### config.mk
export PLATFORM = sky130hd
export DESIGN_NAME = udma_hyperbus
export DESIGN_NICKNAME = d
export VERILOG_FILES = /design/src/hdl/hyper_pkg.sv /design/src/hdl/hyper_trans_if.sv /design/src/hdl/hyper_cmd_queue.sv /design/src/hdl/hyper_rr_arb.sv /design/src/hdl/hyper_fifo.sv /design/src/hdl/hyper_ctrl.sv /design/src/hdl/udma_hyperbus.sv
export SDC_FILE = /design/constraint.sdc
export NUM_CORES = 2
export LEC_CHECK = 0
export BUFFER_PORTS_ARGS = -buffer_cell sky130_fd_sc_hd__buf_2
export CAP_MARGIN = 20
export CORE_MARGIN = 1.5
export CORE_UTILIZATION = 50
export DETAILED_ROUTE_END_ITERATION = 8
export PLACE_DENSITY = 0.69
export SYNTH_ARGS = -nofsm -noshare
export SYNTH_HDL_FRONTEND = slang
export SYNTH_SLANG_ARGS = --single-unit
### constraint.sdc
create_clock -name sys_clk_i -period 7.5 [get_ports sys_clk_i]
set_clock_uncertainty 0.2 [all_clocks]
set_input_delay 0 -clock sys_clk_i [delete_from_list [all_inputs] [get_ports sys_clk_i]]
set_output_delay 0 -clock sys_clk_i [all_outputs]
set_load 0.01 [all_outputs]
### src/hdl/hyper_pkg.sv
// Shared definitions for the HyperBus front end
// Bus widths and their vector types
// Per-channel configuration register offsets
// Transaction struct carried from channel to PHY

`default_nettype none

package hyper_pkg;

   parameter int HYPER_AWIDTH = 32;
   parameter int TRANS_SIZE   = 16;
   parameter int DATA_WIDTH   = 32;
   parameter int CFG_AWIDTH   = 5;

   typedef logic [HYPER_AWIDTH-1:0] hyper_addr_t;
   typedef logic [TRANS_SIZE-1:0]   burst_t;
   typedef logic [DATA_WIDTH-1:0]   data_t;

   // Register map of one channel
   parameter logic [CFG_AWIDTH-1:0] REG_ADDR   = 5'd0;
   parameter logic [CFG_AWIDTH-1:0] REG_SIZE   = 5'd1;
   // Bit 0 is rw, 1 for a read; writing here queues the command
   parameter logic [CFG_AWIDTH-1:0] REG_CTRL   = 5'd2;
   parameter logic [CFG_AWIDTH-1:0] REG_STATUS = 5'd3;

   typedef struct packed {
      hyper_addr_t address;
      burst_t      burst;
      logic        read;
   } hyper_trans_t;

endpackage

`default_nettype wire

### src/hdl/hyper_trans_if.sv
// Transaction handshake between arbiter, FIFO and controller
// One transaction with its channel id, valid/ready pair

`default_nettype none

interface hyper_trans_if #(
   parameter int NB_CH = 4
);
   import hyper_pkg::*;

   localparam int ID_W = (NB_CH > 1) ? $clog2(NB_CH) : 1;

   logic            valid;
   logic            ready;
   hyper_trans_t    trans;
   logic [ID_W-1:0] id;

   // Source holds valid, trans and id until ready
   modport src (
      output valid,
      output trans,
      output id,
      input  ready
   );

   modport dst (
      input  valid,
      input  trans,
      input  id,
      output ready
   );

endinterface

`default_nettype wire

### src/hdl/hyper_cmd_queue.sv
// Command registers of one channel
// Address, size and rw registers on the configuration bus
// Pending flag that offers one queued command to the arbiter

`default_nettype none

module hyper_cmd_queue (
   input  logic                            sys_clk_i,
   input  logic                            rst_n_i,

   input  hyper_pkg::data_t                cfg_data_i,
   input  logic [hyper_pkg::CFG_AWIDTH-1:0] cfg_addr_i,
   input  logic                            cfg_valid_i,
   input  logic                            cfg_rwn_i,
   output hyper_pkg::data_t                cfg_data_o,
   output logic                            cfg_ready_o,

   output logic                            cmd_valid_o,
   output hyper_pkg::hyper_trans_t         cmd_o,
   input  logic                            cmd_ready_i
);
   import hyper_pkg::*;

   hyper_addr_t addr_q;
   burst_t      size_q;
   logic        rw_q;
   logic        pending_q;
   logic        cfg_wr;

   assign cfg_ready_o = 1'b1;

   // Registers frozen while a command is queued
   assign cfg_wr = cfg_valid_i && !cfg_rwn_i && !pending_q;

   always_ff @(posedge sys_clk_i) begin
      if (!rst_n_i) begin
         addr_q    <= '0;
         size_q    <= '0;
         rw_q      <= 1'b0;
         pending_q <= 1'b0;
      end else begin
         if (cfg_wr) begin
            case (cfg_addr_i)
               REG_ADDR: addr_q <= cfg_data_i;
               REG_SIZE: size_q <= cfg_data_i[TRANS_SIZE-1:0];
               REG_CTRL: begin
                  rw_q      <= cfg_data_i[0];
                  pending_q <= 1'b1;
               end
               default: ;
            endcase
         end
         if (pending_q && cmd_ready_i) begin
            pending_q <= 1'b0;
         end
      end
   end

   ////////////////////////////////////////////////////
   // Register readback
   always_comb begin
      case (cfg_addr_i)
         REG_ADDR:   cfg_data_o = addr_q;
         REG_SIZE:   cfg_data_o = data_t'(size_q);
         REG_CTRL:   cfg_data_o = data_t'(rw_q);
         REG_STATUS: cfg_data_o = data_t'(pending_q);
         default:    cfg_data_o = '0;
      endcase
   end

   assign cmd_valid_o   = pending_q;
   assign cmd_o.address = addr_q;
   assign cmd_o.burst   = size_q;
   assign cmd_o.read    = rw_q;

endmodule

`default_nettype wire

### src/hdl/hyper_rr_arb.sv
// Round-robin arbiter over the channel commands
// Rotating priority pointer, selection locked while stalled

`default_nettype none

module hyper_rr_arb #(
   parameter int NB_CH = 4
) (
   input  logic                                sys_clk_i,
   input  logic                                rst_n_i,
   input  logic [NB_CH-1:0]                    req_i,
   input  hyper_pkg::hyper_trans_t [NB_CH-1:0] cmd_i,
   output logic [NB_CH-1:0]                    gnt_o,
   hyper_trans_if.src                          out_if
);

   localparam int ID_W = (NB_CH > 1) ? $clog2(NB_CH) : 1;

   logic [ID_W-1:0] ptr_q;
   logic [ID_W-1:0] sel;
   logic [ID_W-1:0] lock_id_q;
   logic            lock_q;
   logic            found;
   logic            accept;

   // First requester at or after the pointer
   always_comb begin
      found = 1'b0;
      sel   = lock_id_q;
      if (lock_q) begin
         found = 1'b1;
      end else begin
         for (int i = 0; i < NB_CH; i++) begin
            if (!found && req_i[(int'(ptr_q) + i) % NB_CH]) begin
               found = 1'b1;
               sel   = ID_W'((int'(ptr_q) + i) % NB_CH);
            end
         end
      end
   end

   assign out_if.valid = found;
   assign out_if.trans = cmd_i[sel];
   assign out_if.id    = sel;
   assign accept       = found && out_if.ready;

   always_comb begin
      gnt_o = '0;
      if (accept) begin
         gnt_o[sel] = 1'b1;
      end
   end

   always_ff @(posedge sys_clk_i) begin
      if (!rst_n_i) begin
         ptr_q  <= '0;
         lock_q <= 1'b0;
      end else begin
         lock_q <= found && !out_if.ready;
         if (accept) begin
            ptr_q <= (sel == ID_W'(NB_CH - 1)) ? '0 : sel + 1'b1;
         end
      end
   end

   always_ff @(posedge sys_clk_i) begin
      lock_id_q <= sel;
   end

endmodule

`default_nettype wire

### src/hdl/hyper_fifo.sv
// Synchronous FIFO with a type-parameter payload
// Circular buffer, read/write pointers and occupancy count

`default_nettype none

module hyper_fifo #(
   parameter int  DEPTH     = 8,
   parameter type payload_t = logic
) (
   input  logic     sys_clk_i,
   input  logic     rst_n_i,
   input  logic     push_valid_i,
   input  payload_t push_data_i,
   output logic     push_ready_o,
   output logic     pop_valid_o,
   output payload_t pop_data_o,
   input  logic     pop_ready_i
);

   localparam int AW = (DEPTH > 1) ? $clog2(DEPTH) : 1;

   payload_t        mem [DEPTH];
   logic [AW-1:0]   wr_ptr_q;
   logic [AW-1:0]   rd_ptr_q;
   logic [AW:0]     count_q;
   logic            push;
   logic            pop;

   assign push_ready_o = (count_q != (AW+1)'(DEPTH));
   assign pop_valid_o  = (count_q != '0);
   assign pop_data_o   = mem[rd_ptr_q];

   assign push = push_valid_i && push_ready_o;
   assign pop  = pop_valid_o && pop_ready_i;

   always_ff @(posedge sys_clk_i) begin
      if (!rst_n_i) begin
         wr_ptr_q <= '0;
         rd_ptr_q <= '0;
         count_q  <= '0;
      end else begin
         if (push) begin
            wr_ptr_q <= (wr_ptr_q == AW'(DEPTH - 1)) ? '0 : wr_ptr_q + 1'b1;
         end
         if (pop) begin
            rd_ptr_q <= (rd_ptr_q == AW'(DEPTH - 1)) ? '0 : rd_ptr_q + 1'b1;
         end
         // Simultaneous push and pop leaves the count
         if (push && !pop) begin
            count_q <= count_q + 1'b1;
         end else if (pop && !push) begin
            count_q <= count_q - 1'b1;
         end
      end
   end

   always_ff @(posedge sys_clk_i) begin
      if (push) begin
         mem[wr_ptr_q] <= push_data_i;
      end
   end

endmodule

`default_nettype wire

### src/hdl/hyper_ctrl.sv
// Transaction controller
// Header phase towards the PHY, then write or read word phase
// Word counting and end-of-transfer event per channel

`default_nettype none

module hyper_ctrl #(
   parameter int NB_CH = 4
) (
   input  logic                   sys_clk_i,
   input  logic                   rst_n_i,
   hyper_trans_if.dst             in_if,

   output logic                   trans_valid_o,
   output hyper_pkg::hyper_addr_t trans_addr_o,
   output hyper_pkg::burst_t      trans_burst_o,
   output logic                   trans_write_o,
   input  logic                   trans_ready_i,

   input  hyper_pkg::data_t       tx_word_i,
   input  logic                   tx_word_valid_i,
   output logic                   tx_word_ready_o,
   output hyper_pkg::data_t       tx_data_o,
   output logic                   tx_valid_o,
   output logic                   tx_last_o,
   input  logic                   tx_ready_i,

   input  hyper_pkg::data_t       rx_data_i,
   input  logic                   rx_valid_i,
   output logic                   rx_ready_o,
   output hyper_pkg::data_t       rx_word_o,
   output logic                   rx_word_valid_o,
   input  logic                   rx_word_ready_i,

   output logic [NB_CH-1:0]       evt_eot_o
);
   import hyper_pkg::*;

   localparam int ID_W = (NB_CH > 1) ? $clog2(NB_CH) : 1;

   typedef enum logic [2:0] {
      ST_IDLE,
      ST_HEADER,
      ST_WRITE,
      ST_READ,
      ST_DONE
   } state_t;

   state_t          state_q;
   hyper_trans_t    trans_q;
   logic [ID_W-1:0] id_q;
   burst_t          cnt_q;
   logic            tx_beat;
   logic            rx_beat;
   logic            last_word;

   // Pop on entry to the header phase
   assign in_if.ready = (state_q == ST_IDLE);

   assign trans_valid_o = (state_q == ST_HEADER);
   assign trans_addr_o  = trans_q.address;
   assign trans_burst_o = trans_q.burst;
   assign trans_write_o = !trans_q.read;

   ////////////////////////////////////////////////////
   // Data paths
   assign last_word       = (cnt_q == burst_t'(1));

   assign tx_data_o       = tx_word_i;
   assign tx_valid_o      = (state_q == ST_WRITE) && tx_word_valid_i;
   assign tx_word_ready_o = (state_q == ST_WRITE) && tx_ready_i;
   assign tx_last_o       = tx_valid_o && last_word;
   assign tx_beat         = tx_valid_o && tx_ready_i;

   assign rx_word_o       = rx_data_i;
   assign rx_word_valid_o = (state_q == ST_READ) && rx_valid_i;
   assign rx_ready_o      = (state_q == ST_READ) && rx_word_ready_i;
   assign rx_beat         = rx_valid_i && rx_ready_o;

   always_comb begin
      evt_eot_o = '0;
      if (state_q == ST_DONE) begin
         evt_eot_o[id_q] = 1'b1;
      end
   end

   ////////////////////////////////////////////////////
   // FSM
   always_ff @(posedge sys_clk_i) begin
      if (!rst_n_i) begin
         state_q <= ST_IDLE;
         cnt_q   <= '0;
      end else begin
         case (state_q)
            ST_IDLE: begin
               if (in_if.valid) begin
                  state_q <= ST_HEADER;
               end
            end
            ST_HEADER: begin
               if (trans_ready_i) begin
                  cnt_q <= trans_q.burst;
                  if (trans_q.burst == '0) begin
                     state_q <= ST_DONE;
                  end else begin
                     state_q <= trans_q.read ? ST_READ : ST_WRITE;
                  end
               end
            end
            ST_WRITE, ST_READ: begin
               if (tx_beat || rx_beat) begin
                  cnt_q <= cnt_q - 1'b1;
                  if (last_word) begin
                     state_q <= ST_DONE;
                  end
               end
            end
            default: state_q <= ST_IDLE;
         endcase
      end
   end

   // Transaction held for the whole run
   always_ff @(posedge sys_clk_i) begin
      if (in_if.valid && in_if.ready) begin
         trans_q <= in_if.trans;
         id_q    <= in_if.id;
      end
   end

endmodule

`default_nettype wire

### src/hdl/udma_hyperbus.sv
// HyperBus front end top level
// Channel command registers and round-robin arbiter
// Transaction FIFO and controller towards the PHY
// TX and RX word FIFOs between uDMA streams and PHY

`default_nettype none

module udma_hyperbus #(
   parameter int NB_CH      = 4,
   parameter int FIFO_DEPTH = 8
) (
   input  logic                             sys_clk_i,
   input  logic                             rst_n_i,

   input  hyper_pkg::data_t                 cfg_data_i,
   input  logic [hyper_pkg::CFG_AWIDTH-1:0] cfg_addr_i,
   input  logic                             cfg_rwn_i,
   input  logic [NB_CH-1:0]                 cfg_valid_i,
   output hyper_pkg::data_t [NB_CH-1:0]     cfg_data_o,
   output logic [NB_CH-1:0]                 cfg_ready_o,

   output logic                             trans_valid_o,
   input  logic                             trans_ready_i,
   output hyper_pkg::hyper_addr_t           trans_addr_o,
   output hyper_pkg::burst_t                trans_burst_o,
   output logic                             trans_write_o,

   input  hyper_pkg::data_t                 data_tx_i,
   input  logic                             data_tx_valid_i,
   output logic                             data_tx_ready_o,
   output hyper_pkg::data_t                 tx_data_o,
   output logic                             tx_valid_o,
   input  logic                             tx_ready_i,
   output logic                             tx_last_o,

   input  hyper_pkg::data_t                 rx_data_i,
   input  logic                             rx_valid_i,
   output logic                             rx_ready_o,
   output hyper_pkg::data_t                 rx_data_udma_o,
   output logic                             rx_valid_udma_o,
   input  logic                             rx_ready_udma_i,

   output logic [NB_CH-1:0]                 evt_eot_o
);
   import hyper_pkg::*;

   localparam int ID_W = (NB_CH > 1) ? $clog2(NB_CH) : 1;

   typedef struct packed {
      hyper_trans_t    trans;
      logic [ID_W-1:0] id;
   } queued_t;

   logic [NB_CH-1:0]         cmd_valid;
   logic [NB_CH-1:0]         cmd_ready;
   hyper_trans_t [NB_CH-1:0] cmd;
   queued_t                  q_pop;

   data_t tx_word;
   logic  tx_word_valid;
   logic  tx_word_ready;
   data_t rx_word;
   logic  rx_word_valid;
   logic  rx_word_ready;

   hyper_trans_if #(.NB_CH(NB_CH)) arb_if ();
   hyper_trans_if #(.NB_CH(NB_CH)) ctrl_if ();

   ////////////////////////////////////////////////////
   // Control path
   for (genvar ch = 0; ch < NB_CH; ch++) begin : g_ch
      hyper_cmd_queue u_cmd_queue (
         .sys_clk_i   ( sys_clk_i      ),
         .rst_n_i     ( rst_n_i        ),
         .cfg_data_i  ( cfg_data_i     ),
         .cfg_addr_i  ( cfg_addr_i     ),
         .cfg_valid_i ( cfg_valid_i[ch] ),
         .cfg_rwn_i   ( cfg_rwn_i      ),
         .cfg_data_o  ( cfg_data_o[ch] ),
         .cfg_ready_o ( cfg_ready_o[ch] ),
         .cmd_valid_o ( cmd_valid[ch]  ),
         .cmd_o       ( cmd[ch]        ),
         .cmd_ready_i ( cmd_ready[ch]  )
      );
   end

   hyper_rr_arb #(.NB_CH(NB_CH)) u_arb (
      .sys_clk_i ( sys_clk_i ),
      .rst_n_i   ( rst_n_i   ),
      .req_i     ( cmd_valid ),
      .cmd_i     ( cmd       ),
      .gnt_o     ( cmd_ready ),
      .out_if    ( arb_if    )
   );

   hyper_fifo #(.DEPTH(FIFO_DEPTH), .payload_t(queued_t)) u_trans_fifo (
      .sys_clk_i    ( sys_clk_i                   ),
      .rst_n_i      ( rst_n_i                     ),
      .push_valid_i ( arb_if.valid                ),
      .push_data_i  ( {arb_if.trans, arb_if.id}   ),
      .push_ready_o ( arb_if.ready                ),
      .pop_valid_o  ( ctrl_if.valid               ),
      .pop_data_o   ( q_pop                       ),
      .pop_ready_i  ( ctrl_if.ready               )
   );

   assign ctrl_if.trans = q_pop.trans;
   assign ctrl_if.id    = q_pop.id;

   hyper_ctrl #(.NB_CH(NB_CH)) u_ctrl (
      .sys_clk_i       ( sys_clk_i     ),
      .rst_n_i         ( rst_n_i       ),
      .in_if           ( ctrl_if       ),
      .trans_valid_o   ( trans_valid_o ),
      .trans_addr_o    ( trans_addr_o  ),
      .trans_burst_o   ( trans_burst_o ),
      .trans_write_o   ( trans_write_o ),
      .trans_ready_i   ( trans_ready_i ),
      .tx_word_i       ( tx_word       ),
      .tx_word_valid_i ( tx_word_valid ),
      .tx_word_ready_o ( tx_word_ready ),
      .tx_data_o       ( tx_data_o     ),
      .tx_valid_o      ( tx_valid_o    ),
      .tx_last_o       ( tx_last_o     ),
      .tx_ready_i      ( tx_ready_i    ),
      .rx_data_i       ( rx_data_i     ),
      .rx_valid_i      ( rx_valid_i    ),
      .rx_ready_o      ( rx_ready_o    ),
      .rx_word_o       ( rx_word       ),
      .rx_word_valid_o ( rx_word_valid ),
      .rx_word_ready_i ( rx_word_ready ),
      .evt_eot_o       ( evt_eot_o     )
   );

   ////////////////////////////////////////////////////
   // Data path
   hyper_fifo #(.DEPTH(FIFO_DEPTH), .payload_t(data_t)) u_tx_fifo (
      .sys_clk_i    ( sys_clk_i       ),
      .rst_n_i      ( rst_n_i         ),
      .push_valid_i ( data_tx_valid_i ),
      .push_data_i  ( data_tx_i       ),
      .push_ready_o ( data_tx_ready_o ),
      .pop_valid_o  ( tx_word_valid   ),
      .pop_data_o   ( tx_word         ),
      .pop_ready_i  ( tx_word_ready   )
   );

   hyper_fifo #(.DEPTH(FIFO_DEPTH), .payload_t(data_t)) u_rx_fifo (
      .sys_clk_i    ( sys_clk_i       ),
      .rst_n_i      ( rst_n_i         ),
      .push_valid_i ( rx_word_valid   ),
      .push_data_i  ( rx_word         ),
      .push_ready_o ( rx_word_ready   ),
      .pop_valid_o  ( rx_valid_udma_o ),
      .pop_data_o   ( rx_data_udma_o  ),
      .pop_ready_i  ( rx_ready_udma_i )
   );

endmodule

`default_nettype wire

==> flow_metrics.tcl <==
set metrics [dict create \
    wirelength_mm 138.0 \
    worstPathRequired_ps 7720 \
    synth_xor_area_frac 0.001518 \
    grt_usage 0.2576 \
    synth_mux_area_frac 0.1513 \
    status "complete, no violations" \
    peakVddDrop_v 0.0002347 \
    grt_pass1_wl_mm 203.6 \
    dieArea_mm2 0.1058 \
    swShare 0.2765 \
    layout_common_cells "edfxtp_1 (971), nand2_1 (463), buf_2 (362)" \
    fp.dieW_um 325.3 \
    antenna_found_initial 7 \
    drv_cap 0 \
    viasPerCell 5.947 \
    synthSimpleGateAreaFrac 0.07225 \
    p_leak_uw 0.01959 \
    p_total_uw 17320 \
    clock-root-buffer "clkbuf_16" \
    portBuffers 363 \
    critPathKind "flop to flop" \
    dp_hpwl_mm 81.87 \
    pwr-share-seq 0.470 \
    synth_top_family_by_area "multiplexers" \
    syn_area_mm2 0.05194 \
    std_cell_rows 118 \
    yosysTopAreaCell "edfxtp_1" \
    dp_slack_ps 2786 \
    p_switching_uw 4789 \
    cts_tree "done" \
    clkTransAtPathRegs_ps 60 \
    synth_fa_ha_area_frac 0.007661 \
    die_h_um 325.3 \
    power_density_mw_per_mm2 283.8 \
    ys_seq_area_frac 0.6616 \
    syn_inst 3400 \
    yosysUniqueCellTypes 68 \
    cts_buffers 121 \
    grt-ovfl-total 0 \
    setup_tns_ps 0 \
    cp_data_arrival_time_ps 5010 \
    coreArea_mm2 0.1032 \
    detail_route.first_pass.iterations 5 \
    tightest_slew_ps 1144 \
    cts_max_level 3 \
    cp-end-kind "flop" \
    ys_warn_count 0 \
    area_growth_pct 17.52 \
    start_kind "flop" \
    p_int_uw 12530 \
    synthTopCellsByArea "edfxtp_1 (56%), dfxtp_1 (10%), mux4_2 (10%)" \
    layout_commonest_cell "edfxtp_1" \
    synth_compound_area_frac 0.07752 \
    grt_pass1_vias 31142 \
    drtAntennaViolNets 0 \
    grt_max_degree 91 \
    initial_core_util 0.5033 \
    setup_violations 0 \
    syn_avg_cell_area_um2 15.28 \
    timing.fmax_mhz 208.7 \
    synth-seq-cells 1231 \
    dr.first_iter.drc_count 3597 \
    period_needed_ps 4791 \
    floorplan.io_pins 368 \
    ys.flop_type "edfxtp_1" \
    cp_max_fo 47 \
    synth_edf_count 971 \
    fin_nets 4029 \
    place_congestion 0.8577 \
    relSlewSlack 0.2374 \
    clk_path_buf_depth 3 \
    cts_sinks 1231 \
    rsz0062_at_grt "no" \
    hold_path_class "input port to flop" \
    drv_slew 0 \
    period_share 0.6388 \
    clk_latency_ps 730 \
    async_flop_share 0 \
    drc 0 \
    synth_top_area_share 0.5614 \
    num_vias 31976 \
    fill_cells 7700 \
    wl_per_cell_um 25.67 \
    fin_ws_ps 2709 \
    drive_gt1_frac 0.2583 \
    hold_viol 0 \
    power_frac_comb 0.182 \
    clockPowerShare 0.347 \
]
[cell families after synthesis]
group | after synthesis
AOI/OAI and AO/OA | 505
and+or+nand+nor | 832
xor gates and xnor gates | 9
buffers and inverters | 309
DFF | 1231
muxes | 483
adders and majority gates | 30
other | 1
[final cells by class]
cell class / instances / area [um^2] / share of cell area
antenna: 2 / 5.005 / 0.00008200
clock buffer: 153 / 3219 / 0.05274
clock inverter: 79 / 737.0 / 0.01207
inverter: 20 / 76.32 / 0.001250
multi-input combinational: 1863 / 16340 / 0.2677
sequential: 1231 / 34390 / 0.5634
tap: 1380 / 1727 / 0.02829
timing repair buffer: 649 / 4551 / 0.07455
[layer usage]
metal / share of wire / global-route usage
met5: 0.00033 / 0
met4: 0.037 / 0.09864
met2: 0.49 / 0.4259
met1: 0.40 / 0.3447
met3: 0.071 / 0.03982
[Yosys cell counts (all sizes together), types with 3 or more instances]
library cell / number
a211oi: 20
a21boi: 209
a21o: 3
a21oi: 35
a221oi: 78
a22o: 82
a22oi: 11
and2: 104
and3: 21
and4: 3
buf: 117
clkbuf: 172
dfxtp: 260
edfxtp: 971
fa: 3
ha: 27
inv: 19
mux2: 115
mux2i: 138
mux4: 230
nand2: 463
nand2b: 6
nand3: 10
nor2: 117
nor2b: 33
nor3: 30
nor3b: 10
nor4: 14
nor4b: 5
o21ai: 39
o22ai: 4
o32a: 3
or3: 6
xnor2: 9
[final timing paths]
check	startpoint	end	slack, ps	cells past startpoint
min reg2reg	u_ctrl.cnt_q[6]$_SDFFE_PN0P_	u_ctrl.cnt_q[6]$_SDFFE_PN0P_	290	2
min	cfg_data_i[0]	g_ch[0].u_cmd_queue.addr_q[0]$_SDFFE_PN0P_	30	4
max reg2reg	u_arb.lock_id_q[0]$_DFF_P_	u_trans_fifo.mem[4][7]$_DFFE_PP_	2710	7
max	u_arb.lock_id_q[0]$_DFF_P_	u_trans_fifo.mem[4][7]$_DFFE_PP_	2710	7
[sequential cells by signal (all words and copies together) (netlist names), 4 cells and up, named ones only]
register,count
u_tx_fifo.count_q,4
g_ch.u_cmd_queue.addr_q,128
u_rx_fifo.count_q,4
u_ctrl.trans_addr_o,32
u_tx_fifo.mem,256
g_ch.u_cmd_queue.cmd_valid_o,4
u_trans_fifo.count_q,4
u_rx_fifo.mem,256
u_ctrl.cnt_q,16
g_ch.u_cmd_queue.rw_q,4
u_ctrl.trans_burst_o,16
u_trans_fifo.mem,408
g_ch.u_cmd_queue.size_q,64
[critical path, cell delays in order (launching register included)]
cell and delay (ps):
dfxtp_4 950, nor2_1 130, o21ai_0 190, a32o_1 910, o211a_4 690, buf_4 600
a221oi_1 220, mux2i_1 560
[repair_timing]
action,4_1_cts,5_1_grt
buffers inserted,0,0
hold endpoints to repair,774,0
gates resized for setup,0,0
hold buffers,223,0
[metrics by stage]
stage	hold WS, ps	cells	utilization	cell area [um^2]
floorplan	-101.1	3403	-	51950
global placement	65.59	4917	0.5310	54800
detailed placement	70.94	4919	0.5313	54830
CTS	2.729	5374	0.5912	61020
global route	34.43	5375	0.5914	61030
finish	33.73	5377	0.5914	61040
[power by group through the flow]
stage          Combinational [uW]  Clock, uW  Sequential [uW]
2_1_floorplan                2470          0             8000
3_3_place_gp                 3060          0             8290
3_5_place_dp                 3090          0             8300
4_1_cts                      3200       6110             8160
5_1_grt                      3370       6360             8200
6_report                     3160       6020             8150
No activity file was read; power rests on OpenSTA's default activity.
